## src/source/drive_pkg.sv

```systemverilog
package drive_pkg;

    ////////////////////////////////////////////////////////////
    // Widths
    ////////////////////////////////////////////////////////////

    localparam int PC_WIDTH         = 8;  // Also instruction list depth exponent
    localparam int ENV_ADDR_WIDTH   = 8;
    localparam int QUBIT_ADDR_WIDTH = 4;
    localparam int IQ_WIDTH         = 9;
    localparam int MAX_BANK         = 4;

    // Headroom for summing up to MAX_BANK banks
    localparam int IQ_SUM_WIDTH = IQ_WIDTH + $clog2(MAX_BANK);

    ////////////////////////////////////////////////////////////
    // Vector types
    ////////////////////////////////////////////////////////////

    typedef logic [PC_WIDTH-1:0]                pc_t;
    typedef logic [ENV_ADDR_WIDTH-1:0]          env_addr_t;  // Address or length
    typedef logic [QUBIT_ADDR_WIDTH-1:0]        qubit_sel_t;
    typedef logic signed [IQ_WIDTH-1:0]         iq_sample_t;
    typedef logic signed [IQ_SUM_WIDTH-1:0]     iq_sum_t;

    ////////////////////////////////////////////////////////////
    // Structs
    ////////////////////////////////////////////////////////////

    // One drive instruction, zero length is a no-op
    typedef struct packed {
        qubit_sel_t qubit;
        env_addr_t  env_start;
        env_addr_t  env_len;
    } inst_t;

    typedef struct packed {
        iq_sample_t i;
        iq_sample_t q;
    } iq_pair_t;

    // Sample leaving a bank
    typedef struct packed {
        logic     valid;
        iq_pair_t iq;
    } bank_out_t;

    // Instruction list write port
    typedef struct packed {
        logic  en;
        pc_t   addr;
        inst_t data;
    } inst_wr_t;

    // Envelope memory write port
    typedef struct packed {
        logic      en;
        env_addr_t addr;
        iq_pair_t  data;
    } env_wr_t;

endpackage

```

## src/source/drive_fetch.sv

```systemverilog
`timescale 1ns/1ps

module drive_fetch #(
    parameter int NUM_BANK = 2
) (
    input  logic                clk,
    input  logic                reset_i,

    input  logic                update_pc_i,

    input  logic [NUM_BANK-1:0] bank_wr_sel_i,
    input  drive_pkg::inst_wr_t inst_wr_i,
    input  drive_pkg::env_wr_t  env_wr_i,

    output drive_pkg::pc_t      pc_o,
    output logic                pc_valid_o,

    output drive_pkg::inst_wr_t inst_wr_o [NUM_BANK],
    output drive_pkg::env_wr_t  env_wr_o [NUM_BANK]
);
    import drive_pkg::*;

    pc_t pc_cnt;  // Next instruction to issue

    ////////////////////////////////////////////////////////////
    // Program counter
    ////////////////////////////////////////////////////////////

    always_ff @(posedge clk) begin
        if (reset_i) begin
            pc_cnt     <= '0;
            pc_valid_o <= 1'b0;
        end else begin
            pc_valid_o <= update_pc_i;  // One cycle pulse
            if (update_pc_i) begin
                pc_cnt <= pc_cnt + 1'b1;  // Wraps at the list end
            end
        end
    end

    // Address held until the next strobe
    always_ff @(posedge clk) begin
        if (update_pc_i) begin
            pc_o <= pc_cnt;
        end
    end

    ////////////////////////////////////////////////////////////
    // Write fan-out
    ////////////////////////////////////////////////////////////

    // Same address and data everywhere, enable only where selected
    always_comb begin
        for (int b = 0; b < NUM_BANK; b++) begin
            inst_wr_o[b]    = inst_wr_i;
            inst_wr_o[b].en = inst_wr_i.en & bank_wr_sel_i[b];

            env_wr_o[b]     = env_wr_i;
            env_wr_o[b].en  = env_wr_i.en & bank_wr_sel_i[b];
        end
    end

endmodule

```

## config.mk

```make
export PLATFORM = sky130hd
export DESIGN_NAME = drive_fetch
export DESIGN_NICKNAME = d
export VERILOG_FILES = /design/src/source/drive_pkg.sv /design/src/source/drive_fetch.sv
export SDC_FILE = /design/constraint.sdc
export NUM_CORES = 1
export LEC_CHECK = 0
export BUFFER_PORTS_ARGS = -buffer_cell sky130_fd_sc_hd__buf_2
export CAP_MARGIN = 15
export CORE_AREA = 2 2 70 72
export DETAILED_ROUTE_END_ITERATION = 6
export DIE_AREA = 0 0 72 74
export GPL_TIMING_DRIVEN = 1
export PLACE_DENSITY_LB_ADDON = 0.12
export SYNTH_ARGS = -nofsm -noshare
export SYNTH_HDL_FRONTEND = slang
export SYNTH_SLANG_ARGS = --single-unit
export TNS_END_PERCENT = 10
```

## constraint.sdc

```tcl
create_clock -name clk -period 3.49 [get_ports clk]
set_input_delay 0.698 -clock clk [delete_from_list [all_inputs] [get_ports clk]]
set_output_delay 0.698 -clock clk [all_outputs]
set_load 0.05 [all_outputs]
```

==> impl_results.md <==
* Post-route cell area at 827 µm²
* Post-DP Area at around 780 µm²
* Final Cycle Share at between 50% and 60%
* GP Congestion at between 0.6 and 0.7
* RR Startpoint: pc_cnt[0]
* Pleak at 0.335 nW
* FF-to-FF End: pc_cnt[6]
* Share of the synthesized area in the top cell type at 56.8%
* Setup WS pre-CTS at between 1.5 and 2 ns
* DRT antenna net count at 0
* Die Area at approximately 5300 µm²
* FF+latch count, synth at 17
* Synth unique cells at 18
* Area Overhead vs Synth at -42.6%
* Ys Warns at 0
* Die X at between 70 and 80 µm
* Setup tns final at 0 ns
* R2r setup slk at roughly 2.2 ns
* Area leader, netlist: buf_4
* Number of global-route vias before repair at roughly 560
* Core Area at around 4600 µm²
* Chip Height at 74 µm
* Sequential area share after synthesis at between 20 and 30%
* Clk buf depth at 2
* Unrepaired setup endpoints after global routing: false
* CTS Sinks at 17
* Post-Synthesis Cell Area at 1440 µm²
* # placed instances at around 120
* I/O Buffers at 19
* Crit. End Element: output pin
* Syn nets at 221
* Slew HR at between 70% and 80%
* Vias/cell at between 4 and 5
* DR vias at 558
* Max FO, Critical Path at 2
* Clock transition at path regs at around 0.060 ns
* Diode count at 0
* Max Clk Rate at roughly 0.54 GHz
* Final Skew at about 0.00043 ns
* Hold Path End: pc_o[7]
* GRT Total Usage at under 10%
* Pwr per Cell Area at approximately 500 nW/µm²
* WP data required at between 2 and 3 ns
* Final setup fails at 0
* Largest cells by area after synthesis: buf_4, edfxtp_1, dfxtp_1
* DRC at 0
* Synth Area per Inst at around 9.1 µm²
* Final nets at around 140
* Max-slew violation count at 0
* Worst-Skew Late Latency at approximately 0.25 ns
* Final wirelength at around 2400 µm
* CTS root buf: clkbuf_8
* Fin Hold WS at about 0.46 ns
* Max Cap Viol at 0
* Status: finished clean
* CP Class: in2out
* Worst IR drop on VDD at roughly 0.11 mV
* Overflow after GRT at 0
* Final hold violation count at 0
* Cts hold-fix bufs at 0
* Iteration count of the initial detailed-routing pass at 3
* Dpl hpwl at 2010 µm
* Non-Filler Instances at roughly 130
* Layout cells sized above 1 at a little under a third
* Pin count of the biggest net entering global routing at 16
* Hold WC Path Type: reg2reg
* CTS tree: yes
* H-Tree Depth at 1
* CP Launch Type: primary input
* Initial antenna violation count at 0
* Crit. Startpoint: bank_wr_sel_i[0]
* Cells after Synth at 159
* Post-CTS Resized at 0
* Postcts setup bufs at 0
* Starting DRT DRC Count at 43
* Cts bufs inserted at 3
* Starting Density at 31.3%
* Hold Crit Depth at 0
* Worst path arrival time at 1.14 ns
* Total power draw at between 400 and 500 µW
* First-pass GRT wire length at roughly 3400 µm
* Avg WL per Cell at about 19 µm
* Hold Crit Start: pc_cnt[7]
* Crit path time final at 1.84 ns
* Worst setup margin at approximately 1.6 ns
* Number of I/O pins at 182
* Cell row count at 25
* Post-layout util at 18.0%
* Cells on worst reg2reg path at 4
* Slew at the pin closest to its max-slew limit at around 0.32 ns
## critical path: stages
cell    delay (ns)
buf_2         0.08
and2_1        0.11
buf_2         0.25
## metal layers
| metal | vias to the layer above | wire length [µm] | track usage, % |
|---|---|---|---|
| met1 | 215 | 615 | 5.73 |
| li1 | 220 | - | - |
| met5 | - | 0 | 0 |
| met2 | 98 | 972 | 10.9 |
| met3 | 25 | 692 | 12.7 |
| met4 | 0 | 162 | 7.34 |
## synthesized netlist by cell type
master	n
buf_4	109
dfxtp_1	9
edfxtp_1	8
nor2_1	5
and2_1	4
a21oi_1	3
o21ai_0	3
or3_1	3
xor2_1	3
nand2_1	2
nand3_1	2
nand4_1	2
clkbuf_1	1
ha_1	1
mux2i_1	1
nand4_2	1
nor2b_1	1
xnor2_1	1
## flip-flops by register name, summed over array words and instances (netlist names)
| register | flops |
|---|---|
| pc_valid_o | 1 |
| pc_o | 8 |
| pc_cnt | 8 |
## power by group
group          internal, mW  switching, mW
registers             0.216        0.00439
clock network        0.0808         0.0619
logic                0.0120         0.0364
total                 0.309          0.103
## cell type report
| class | count | area (µm²) |
|---|---|---|
| multi-input cells | 32 | 199 |
| clock buffers | 4 | 45.0 |
| flip-flops and latches | 17 | 420 |
| well taps | 54 | 67.6 |
| repair buffers | 19 | 95.1 |
| fillers | 505 | 3770 |
## how the worst max path moves through the flow
stage,depth (start not counted),slack [ns],to
global route,3,1.62,env_wr_o[26]
global placement,3,1.65,inst_wr_o[57]
floorplan,1,1.68,env_wr_o[26]
CTS,3,1.64,inst_wr_o[57]
finish,3,1.65,env_wr_o[53]
detailed placement,3,1.64,inst_wr_o[57]
## kinds of logic after synthesis
| logic type | Yosys count | synth area share, % |
|---|---|---|
| flops | 17 | 29.2 |
| compound gates | 6 | 2.08 |
| buf+inv | 110 | 57.0 |
| mux | 1 | 0.694 |
| fa+ha+maj | 1 | 0.868 |
| simple gates | 20 | 7.73 |
| xor+xnor | 4 | 2.43 |
## cell usage in the layout (no fill, tap or decap)
master | netlist | routed
buf_2 | 0 | 19
dfxtp_1 | 9 | 9
edfxtp_1 | 8 | 8
nor2_1 | 5 | 5
and2_1 | 4 | 4
o21ai_0 | 3 | 3
or3_1 | 3 | 3
a21oi_1 | 3 | 3
xor2_1 | 3 | 3
clkbuf_8 | 0 | 3
nand3_1 | 2 | 2
nand2_1 | 2 | 2
nand4_1 | 2 | 2
nand4_2 | 1 | 1
mux2i_1 | 1 | 1
xnor2_1 | 1 | 1
nor2b_1 | 1 | 1
ha_1 | 1 | 1
clkbuf_1 | 1 | 1
Note: power is estimated with default switching activity, not from simulation.
