[config.mk]
export PLATFORM = sky130hd
export DESIGN_NAME = drive_iq_sum
export DESIGN_NICKNAME = d
export VERILOG_FILES = /design/src/source/drive_pkg.sv /design/src/source/drive_iq_sum.sv
export SDC_FILE = /design/constraint.sdc
export NUM_CORES = 1
export LEC_CHECK = 0
export BUFFER_PORTS_ARGS = -buffer_cell sky130_fd_sc_hd__buf_2
export CELL_PAD_IN_SITES_DETAIL_PLACEMENT = 1
export CELL_PAD_IN_SITES_GLOBAL_PLACEMENT = 2
export CORE_MARGIN = 2
export CORE_UTILIZATION = 30
export DETAILED_ROUTE_END_ITERATION = 8
export GPL_ROUTABILITY_DRIVEN = 0
export PLACE_DENSITY = 0.89
export SLEW_MARGIN = 20
export SYNTH_ARGS = -nofsm -noshare
export SYNTH_HDL_FRONTEND = slang
export SYNTH_SLANG_ARGS = --single-unit
[constraint.sdc]
create_clock -name clk -period 3.7 [get_ports clk]
set_clock_uncertainty 0.1 [all_clocks]
set_input_delay 0.37 -clock clk [delete_from_list [all_inputs] [get_ports clk]]
set_output_delay 0.37 -clock clk [all_outputs]
set_load 0.01 [all_outputs]
[src/source/drive_pkg.sv]
package drive_pkg;

    ////////////////////////////////////////////////////////////
    // Widths
    ////////////////////////////////////////////////////////////

    localparam int PC_WIDTH         = 8;  // Also instruction list depth exponent
    localparam int ENV_ADDR_WIDTH   = 8;
    localparam int QUBIT_ADDR_WIDTH = 4;
    localparam int IQ_WIDTH         = 9;
    localparam int MAX_BANK         = 4;

    // Headroom for summing up to MAX_BANK banks
    localparam int IQ_SUM_WIDTH = IQ_WIDTH + $clog2(MAX_BANK);

    ////////////////////////////////////////////////////////////
    // Vector types
    ////////////////////////////////////////////////////////////

    typedef logic [PC_WIDTH-1:0]                pc_t;
    typedef logic [ENV_ADDR_WIDTH-1:0]          env_addr_t;  // Address or length
    typedef logic [QUBIT_ADDR_WIDTH-1:0]        qubit_sel_t;
    typedef logic signed [IQ_WIDTH-1:0]         iq_sample_t;
    typedef logic signed [IQ_SUM_WIDTH-1:0]     iq_sum_t;

    ////////////////////////////////////////////////////////////
    // Structs
    ////////////////////////////////////////////////////////////

    // One drive instruction, zero length is a no-op
    typedef struct packed {
        qubit_sel_t qubit;
        env_addr_t  env_start;
        env_addr_t  env_len;
    } inst_t;

    typedef struct packed {
        iq_sample_t i;
        iq_sample_t q;
    } iq_pair_t;

    // Sample leaving a bank
    typedef struct packed {
        logic     valid;
        iq_pair_t iq;
    } bank_out_t;

    // Instruction list write port
    typedef struct packed {
        logic  en;
        pc_t   addr;
        inst_t data;
    } inst_wr_t;

    // Envelope memory write port
    typedef struct packed {
        logic      en;
        env_addr_t addr;
        iq_pair_t  data;
    } env_wr_t;

endpackage

[src/source/drive_iq_sum.sv]
`timescale 1ns/1ps

module drive_iq_sum #(
    parameter int NUM_BANK = 2  // 1 to MAX_BANK
) (
    input  logic                 clk,
    input  logic                 reset_i,

    input  drive_pkg::bank_out_t bank_i [NUM_BANK],

    output logic                 valid_o,
    output drive_pkg::iq_sum_t   i_o,
    output drive_pkg::iq_sum_t   q_o
);
    import drive_pkg::*;

    iq_sum_t i_acc;
    iq_sum_t q_acc;
    logic    valid_any;

    // Idle banks contribute nothing
    always_comb begin
        i_acc     = '0;
        q_acc     = '0;
        valid_any = 1'b0;
        for (int b = 0; b < NUM_BANK; b++) begin
            if (bank_i[b].valid) begin
                i_acc     = i_acc + iq_sum_t'(bank_i[b].iq.i);  // Sign extended
                q_acc     = q_acc + iq_sum_t'(bank_i[b].iq.q);
                valid_any = 1'b1;
            end
        end
    end

    always_ff @(posedge clk) begin
        if (reset_i) begin
            valid_o <= 1'b0;
        end else begin
            valid_o <= valid_any;
        end
    end

    always_ff @(posedge clk) begin
        i_o <= i_acc;
        q_o <= q_acc;
    end

endmodule

==> results of run 1 <==
[power groups by stage]
stage,Clock (mW),Combinational [mW],Sequential (mW)
floorplan,0,0.134,0.311
global placement,0,0.230,0.293
detailed placement,0,0.234,0.293
CTS,0.170,0.235,0.287
global route,0.181,0.260,0.290
finish,0.162,0.231,0.287
[cell type report]
type                       instances  area (µm²)
fill                             670        3100
multi-input combinational        145        1100
sequential                        23         460
timing repair buffer              62         310
tap                               70        87.6
clock buffer                       3        41.3
inverter                          10        37.5
clock inverter                     1        5.00
[stage by stage]
step	hold WS (ns)	worst slack, ns	cells
3_3_place_gp	0.447	1.12	310
2_1_floorplan	0.342	1.51	182
3_5_place_dp	0.449	1.04	310
4_1_cts	0.157	1.33	314
5_1_grt	0.152	1.21	314
6_report	0.161	1.36	314
[how the worst max path moves through the flow]
stage,slack (ns),cells after the start,end
after floorplan,1.51,9,q_o[6]$_DFF_P_
after global placement,1.12,10,q_o[10]$_DFF_P_
after detailed placement,1.04,10,q_o[10]$_DFF_P_
after CTS,1.33,10,q_o[10]$_DFF_P_
after global routing,1.21,10,q_o[10]$_DFF_P_
final,1.36,10,q_o[10]$_DFF_P_
[synthesized netlist by cell type, types with 2 or more instances]
library cell | instances | area share [%]
dfxtp_1 | 23 | 29
ha_1 | 18 | 14
and2_1 | 17 | 6.6
nand2_1 | 13 | 3.0
nor2_1 | 12 | 2.8
o21ai_0 | 11 | 3.4
inv_1 | 10 | 2.3
mux2_2 | 8 | 5.6
a21oi_1 | 7 | 2.2
xnor2_1 | 7 | 3.8
a21o_1 | 6 | 2.8
o21a_1 | 6 | 2.8
a211oi_1 | 5 | 2.3
o2bb2ai_1 | 4 | 2.2
a31oi_1 | 3 | 1.2
o21bai_1 | 3 | 1.4
buf_1 | 2 | 0.47
clkbuf_1 | 2 | 0.47
fa_1 | 2 | 2.5
mux2i_1 | 2 | 1.2
nand3_1 | 2 | 0.62
o31a_1 | 2 | 1.1
[sequential cells by signal, indices dropped and copies added (netlist names)]
register	cells
q_o	11
valid_o	1
i_o	11
[layer usage]
metal / track usage [%] / vias up / wire (µm)
met1: 16.6 / 696 / 1840
met5: 0 / - / 0
met3: 2.24 / 4 / 157
li1: - / 778 / -
met4: 4.29 / 0 / 41
met2: 25.9 / 32 / 2060
[placed cells by master, fill, tap and decap left out, types with 2 or more instances in the layout]
master,instances
xnor2_1,7
nor2_1,12
buf_2,62
mux2i_1,2
fa_1,2
o21a_1,6
o31a_1,2
inv_1,10
o2bb2ai_1,4
a31oi_1,3
dfxtp_1,23
clkbuf_8,3
o21bai_1,3
nand3_1,2
o21ai_0,11
ha_1,18
a211oi_1,5
and2_1,17
mux2_2,8
a21o_1,6
a21oi_1,7
nand2_1,13
[kinds of logic after synthesis]
family                   after synthesis
buffers and inverters                 14
XOR/XNOR                               7
adder cells (fa/ha/maj)               20
AND/OR/NAND/NOR                       51
AO/OA/AOI/OAI                         57
multiplexers                          10
flip-flops                            23
==> flow_summary.toml, run 1 <==
[run_status]
status = "finished, final reports clean"

[worst_setup_path]
worst_path_max_delay_cell = "fa_1"
crit_chain = "buf_2, and2_1, ha_1, inv_1, fa_1, nor2b_4, o31a_1, o21a_1, o21ai_0, a221o_1"
critPathTopFamily = "compound AO/OA/AOI/OAI gates"
startpoint = "bank_i[37]"
critical_path_arrival_ns = 2.40
path_max_fanout = 19
required_ns = 3.76
critPathKind = "input port to register"
critPathMaxStageDelay_ns = 0.43
critPathCaptureType = "register"
cp-start-kind = "input port"
cp_num_buf_inv = 2

[global_route]
track_usage_pct = 14.1
grt_pass1_wl_mm = 6.85
grt_max_degree = 23
overflow = 0
antenna_found_initial = 0
grt_pass1_vias = 1566

[routing]
post_drt_wl_per_cell_um = 13.1
routed_via_density = 4.81
routed_wl_mm = 4.10
via_count = 1510
final_antenna_net_count = 0
first_pass_iters = 4
drtIter0Drc = 28
drc = 0

[power_and_ir_drop]
pwr-share-seq_pct = 42.2
p_int_mw = 0.467
p_sw_share_pct = 31.3
p_comb_share_pct = 34.0
max-vdd-ir-drop_uv = 133
p_clk_share_pct = 23.8
p_leak_nw = 1.00
finalPower_mw = 0.680
p_per_area_nw_per_um2 = 333
p_sw_mw = 0.213

[timing]
fmax_ghz = 0.427
setup_tns_ns = 0
drv_slew = 0
hold_viol = 0
min_period_over_period_pct = 63.2
maxSlewHeadroom_pct = 62.7
layout_min_cycle_time_ns = 2.34
finalSetupViolCount = 0
grt_setup_unrepaired = "false"
worstMarginPinSlew_ns = 0.558

[place]
dpl.hpwl_mm = 3.33
io_buffers = 62
placed_area_um2 = 1990

[final_layout]
area_growth_pct = 26.7
final_core_util_pct = 39.7
antenna_cells = 0
num-nets-final = 305
final_area_um2 = 2040
drive_above_1_share_pct = 32.0

[min_path]
min_from = "reset_i"
hold_path_end = "valid_o$_SDFF_PP0_"
holdPathStages = 2
min_path_type = "input port to register"

[clock_network]
cts_buffers = 3
cts_tree = "built"
htreeDepth = 1
cts.sinks = 23
cts-root-buf = "clkbuf_8"
postCtsSetupBuffers = 0
cts_repair_resize_count = 0
path_clk_slew_ns = 0.09
clockBufferDepth = 2
cts_hold_buffers = 0

[yosys]
synth-simple-area-share_pct = 16.3
syn_avg_cell_area_um2 = 8.85
ys_ff_latch = 23
yosysUniqueCellTypes = 39
synth_edf_count = 0
syn_inst = 182
synth_top_family_by_area = "compound AO/OA/AOI/OAI gates"
ys_seq_area_share_pct = 28.6
ys_async_sr_fraction_pct = 0
synth_compound_area_share_pct = 24.7
syn_area_um2 = 1610
postSynthNetCount = 242
synthAdderAreaFrac_pct = 16.5
synthMuxAreaShare_pct = 6.84
synthFlopType = "dfxtp_1"
synth_xor_area_share_pct = 3.81
ys_warn_count = 0

[floorplan]
die_y_um = 77.3
rows = 26
die_w_um = 77.3
initial_utilization_pct = 31.3
die-area_um2 = 5970
design.core.area_um2 = 5140
io_pins = 63

[job]
drv_cap = 0
Power figures use the tool's default switching activity.
==> run 2, diff against run 1 <==
--- a/config.mk
+++ b/config.mk
@@ -5,14 +5,15 @@
 export SDC_FILE = /design/constraint.sdc
 export NUM_CORES = 1
 export LEC_CHECK = 0
+export ABC_AREA = 1
 export BUFFER_PORTS_ARGS = -buffer_cell sky130_fd_sc_hd__buf_2
 export CELL_PAD_IN_SITES_DETAIL_PLACEMENT = 1
 export CELL_PAD_IN_SITES_GLOBAL_PLACEMENT = 2
 export CORE_MARGIN = 2
-export CORE_UTILIZATION = 30
+export CORE_UTILIZATION = 23
 export DETAILED_ROUTE_END_ITERATION = 8
 export GPL_ROUTABILITY_DRIVEN = 0
-export PLACE_DENSITY = 0.89
+export PLACE_DENSITY = 0.79
 export SLEW_MARGIN = 20
 export SYNTH_ARGS = -nofsm -noshare
 export SYNTH_HDL_FRONTEND = slang
==> constraint.sdc (replaced) <==
create_clock -name clk -period 2 [get_ports clk]
set_clock_uncertainty 0.1 [all_clocks]
set_input_delay 0.2 -clock clk [delete_from_list [all_inputs] [get_ports clk]]
set_output_delay 0.2 -clock clk [all_outputs]
set_load 0.01 [all_outputs]
==> flow_summary.toml, run 2 <==
[yosys]
synth_top_family_by_area = "simple AND/OR/NAND/NOR gates"
synth-simple-area-share_pct = 36.8
synth_compound_area_share_pct = 9.41
yosysTopAreaCellShare_pct = 25.6
synthAdderAreaFrac_pct = 14.8
ys_warn_count = 0
yosys.area.top_type = "dfxtp_1"
synthFlopType = "dfxtp_1"
ys_async_sr_fraction_pct = 0
synthMuxAreaShare_pct = 0
syn_inst = 285
syn_area_um2 = 1800
synth_xor_area_share_pct = 1.95
postSynthNetCount = 345
syn_avg_cell_area_um2 = 6.30
yosysUniqueCellTypes = 26
synthTopCellsByArea = "dfxtp_1 (26%), nand2_1 (24%), ha_1 (13%)"
ys_ff_latch = 23
synth.top_cells.by_count = "nand2_1 (117), inv_1 (47), dfxtp_1 (23), ha_1 (18)"
synth_most_common_cell = "nand2_1"
synth_edf_count = 0
ys_seq_area_share_pct = 25.6

[clock_network]
htreeDepth = 1
path_clk_slew_ns = 0.09
postCtsSetupBuffers = 0
cts-root-buf = "clkbuf_8"
cts_buffers = 3
cts_repair_resize_count = 0
cts_tree = "built"
cts.sinks = 23
clockBufferDepth = 2

[place]
io_buffers = 62
place_inst = 450
dpl.hpwl_mm = 4.29

[min_path]
min_path_type = "input port to register"
holdPathStages = 3

[final_layout]
reg_top3 = "i_o (11), q_o (11), valid_o (1)"
drive_above_1_share_pct = 23.8
final_cell_mix = "nand2_1 (117), buf_2 (62), inv_1 (47), dfxtp_1 (23), ha_1 (18)"
num-nets-final = 414
instances_no_fill = 455
final_core_util_pct = 30.3
mostFrequentLayoutCell = "nand2_1"
area_growth_pct = 28.9
antenna_cells = 0

[floorplan]
design.core.area_um2 = 7650
die-area_um2 = 8530
io_pins = 63
die_y_um = 92.4
rows = 32
die_w_um = 92.4
initial_utilization_pct = 23.5

[timing]
grt_setup_unrepaired = "false"
setup_tns_ns = 0
min_period_over_period_pct = 82.6
hold_viol = 0
finalSetupViolCount = 0
drv_slew = 0
fmax_ghz = 0.605
layout_min_cycle_time_ns = 1.65
maxSlewHeadroom_pct = 71.9
worstMarginPinSlew_ns = 0.421

[routing]
final_antenna_net_count = 0
drtIter0Drc = 24
drc = 0
first_pass_iters = 4
routed_wl_mm = 5.08
routed_via_density = 4.25
post_drt_wl_per_cell_um = 11.2
via_count = 1933

[global_route]
grt_max_degree = 20
grt_pass1_vias = 2021
track_usage_pct = 12.2
overflow = 0
antenna_found_initial = 0
grt_pass1_wl_mm = 8.41

[worst_setup_path]
critPathKind = "input port to register"
required_ns = 2.07
critPathCaptureType = "register"
critical_path_arrival_ns = 1.72
cp-start-kind = "input port"
path_max_fanout = 4

[power_and_ir_drop]
max-vdd-ir-drop_uv = 163
p_per_area_nw_per_um2 = 556
p_leak_nw = 1.41

[job]
drv_cap = 0

[run_status]
status = "finished, final reports clean"
-- run 2: cell count changes after synthesis, moves of 5 or more --
| cell | previous run | this run |
|---|---|---|
| mux2_2 | 8 | 0 |
| nor2_1 | 12 | 17 |
| a211oi_1 | 5 | 0 |
| and2_1 | 17 | 0 |
| inv_1 | 10 | 47 |
| o21a_1 | 6 | 0 |
| a21o_1 | 6 | 0 |
| xnor2_1 | 7 | 2 |
| nand2_1 | 13 | 117 |
| nand3_1 | 2 | 17 |
-- run 2: worst paths after layout --
kind,slack (ns),start,to
worst min-delay path,0.10,bank_i[19],q_o[0]$_DFF_P_
worst max-delay path,0.35,bank_i[37],q_o[8]$_DFF_P_
-- run 2: final cells by class --
class | count | area (µm²)
Timing Repair Buffer | 70 | 373
Clock inverter | 1 | 5.00
Multi-Input combinational cell | 209 | 1130
Inverter | 47 | 176
Clock buffer | 3 | 41.3
Fill cell | 1016 | 5330
Tap cell | 102 | 128
Sequential cell | 23 | 460
-- run 2: through the flow --
step	hold WS [ns]	instance area (µm²)	setup slack, ns	total power, mW
6_report	0.104	2310	0.347	1.29
5_1_grt	0.125	2310	0.141	1.39
2_1_floorplan	0.172	1800	0.00553	0.837
3_5_place_dp	0.260	2260	0.0237	1.00
4_1_cts	0.101	2310	0.323	1.31
3_3_place_gp	0.258	2260	0.0765	0.997
-- run 2: worst max-delay path, stage by stage --
cell and delay [ns]:
buf_2 0.11, nand2_1 0.06, inv_1 0.05, ha_1 0.17, inv_1 0.07, fa_1 0.35, inv_1 0.07, nand2_1 0.07
o21ai_2 0.20, nand2_1 0.11, nand3_1 0.10, nand2_1 0.06, nand2_1 0.05, nand2_1 0.04
-- run 2: kinds of logic after synthesis --
| logic type | after synthesis |
|---|---|
| AOI/OAI and AO/OA | 24 |
| xor gates and xnor gates | 4 |
| adders and majority gates | 20 |
| buffers and inverters | 53 |
| DFF | 23 |
| and+or+nand+nor | 161 |
-- run 2: layer usage --
| layer | share of wire (%) | up-vias | GRT usage [%] | routed length (µm) |
|---|---|---|---|---|
| li1 | - | 1008 | - | - |
| met1 | 44 | 893 | 13.3 | 2220 |
| met2 | 52 | 30 | 24.2 | 2660 |
| met3 | 3.3 | 2 | 1.63 | 167 |
| met4 | 0.71 | 0 | 3.36 | 36 |
| met5 | 0 | - | 0 | 0 |
-- run 2: timing repair --
action,CTS,global route
hold buffers,1,0
endpoints found under the setup margin,0,0
hold endpoints to repair,1,0
-- run 2: report_power, final --
group / leakage [nW] / internal [mW] / total (mW) / switching, mW
clock network: 0.0255 / 0.139 / 0.303 / 0.163
logic: 1.19 / 0.191 / 0.459 / 0.268
registers: 0.193 / 0.513 / 0.526 / 0.0123
total: 1.41 / 0.844 / 1.29 / 0.443
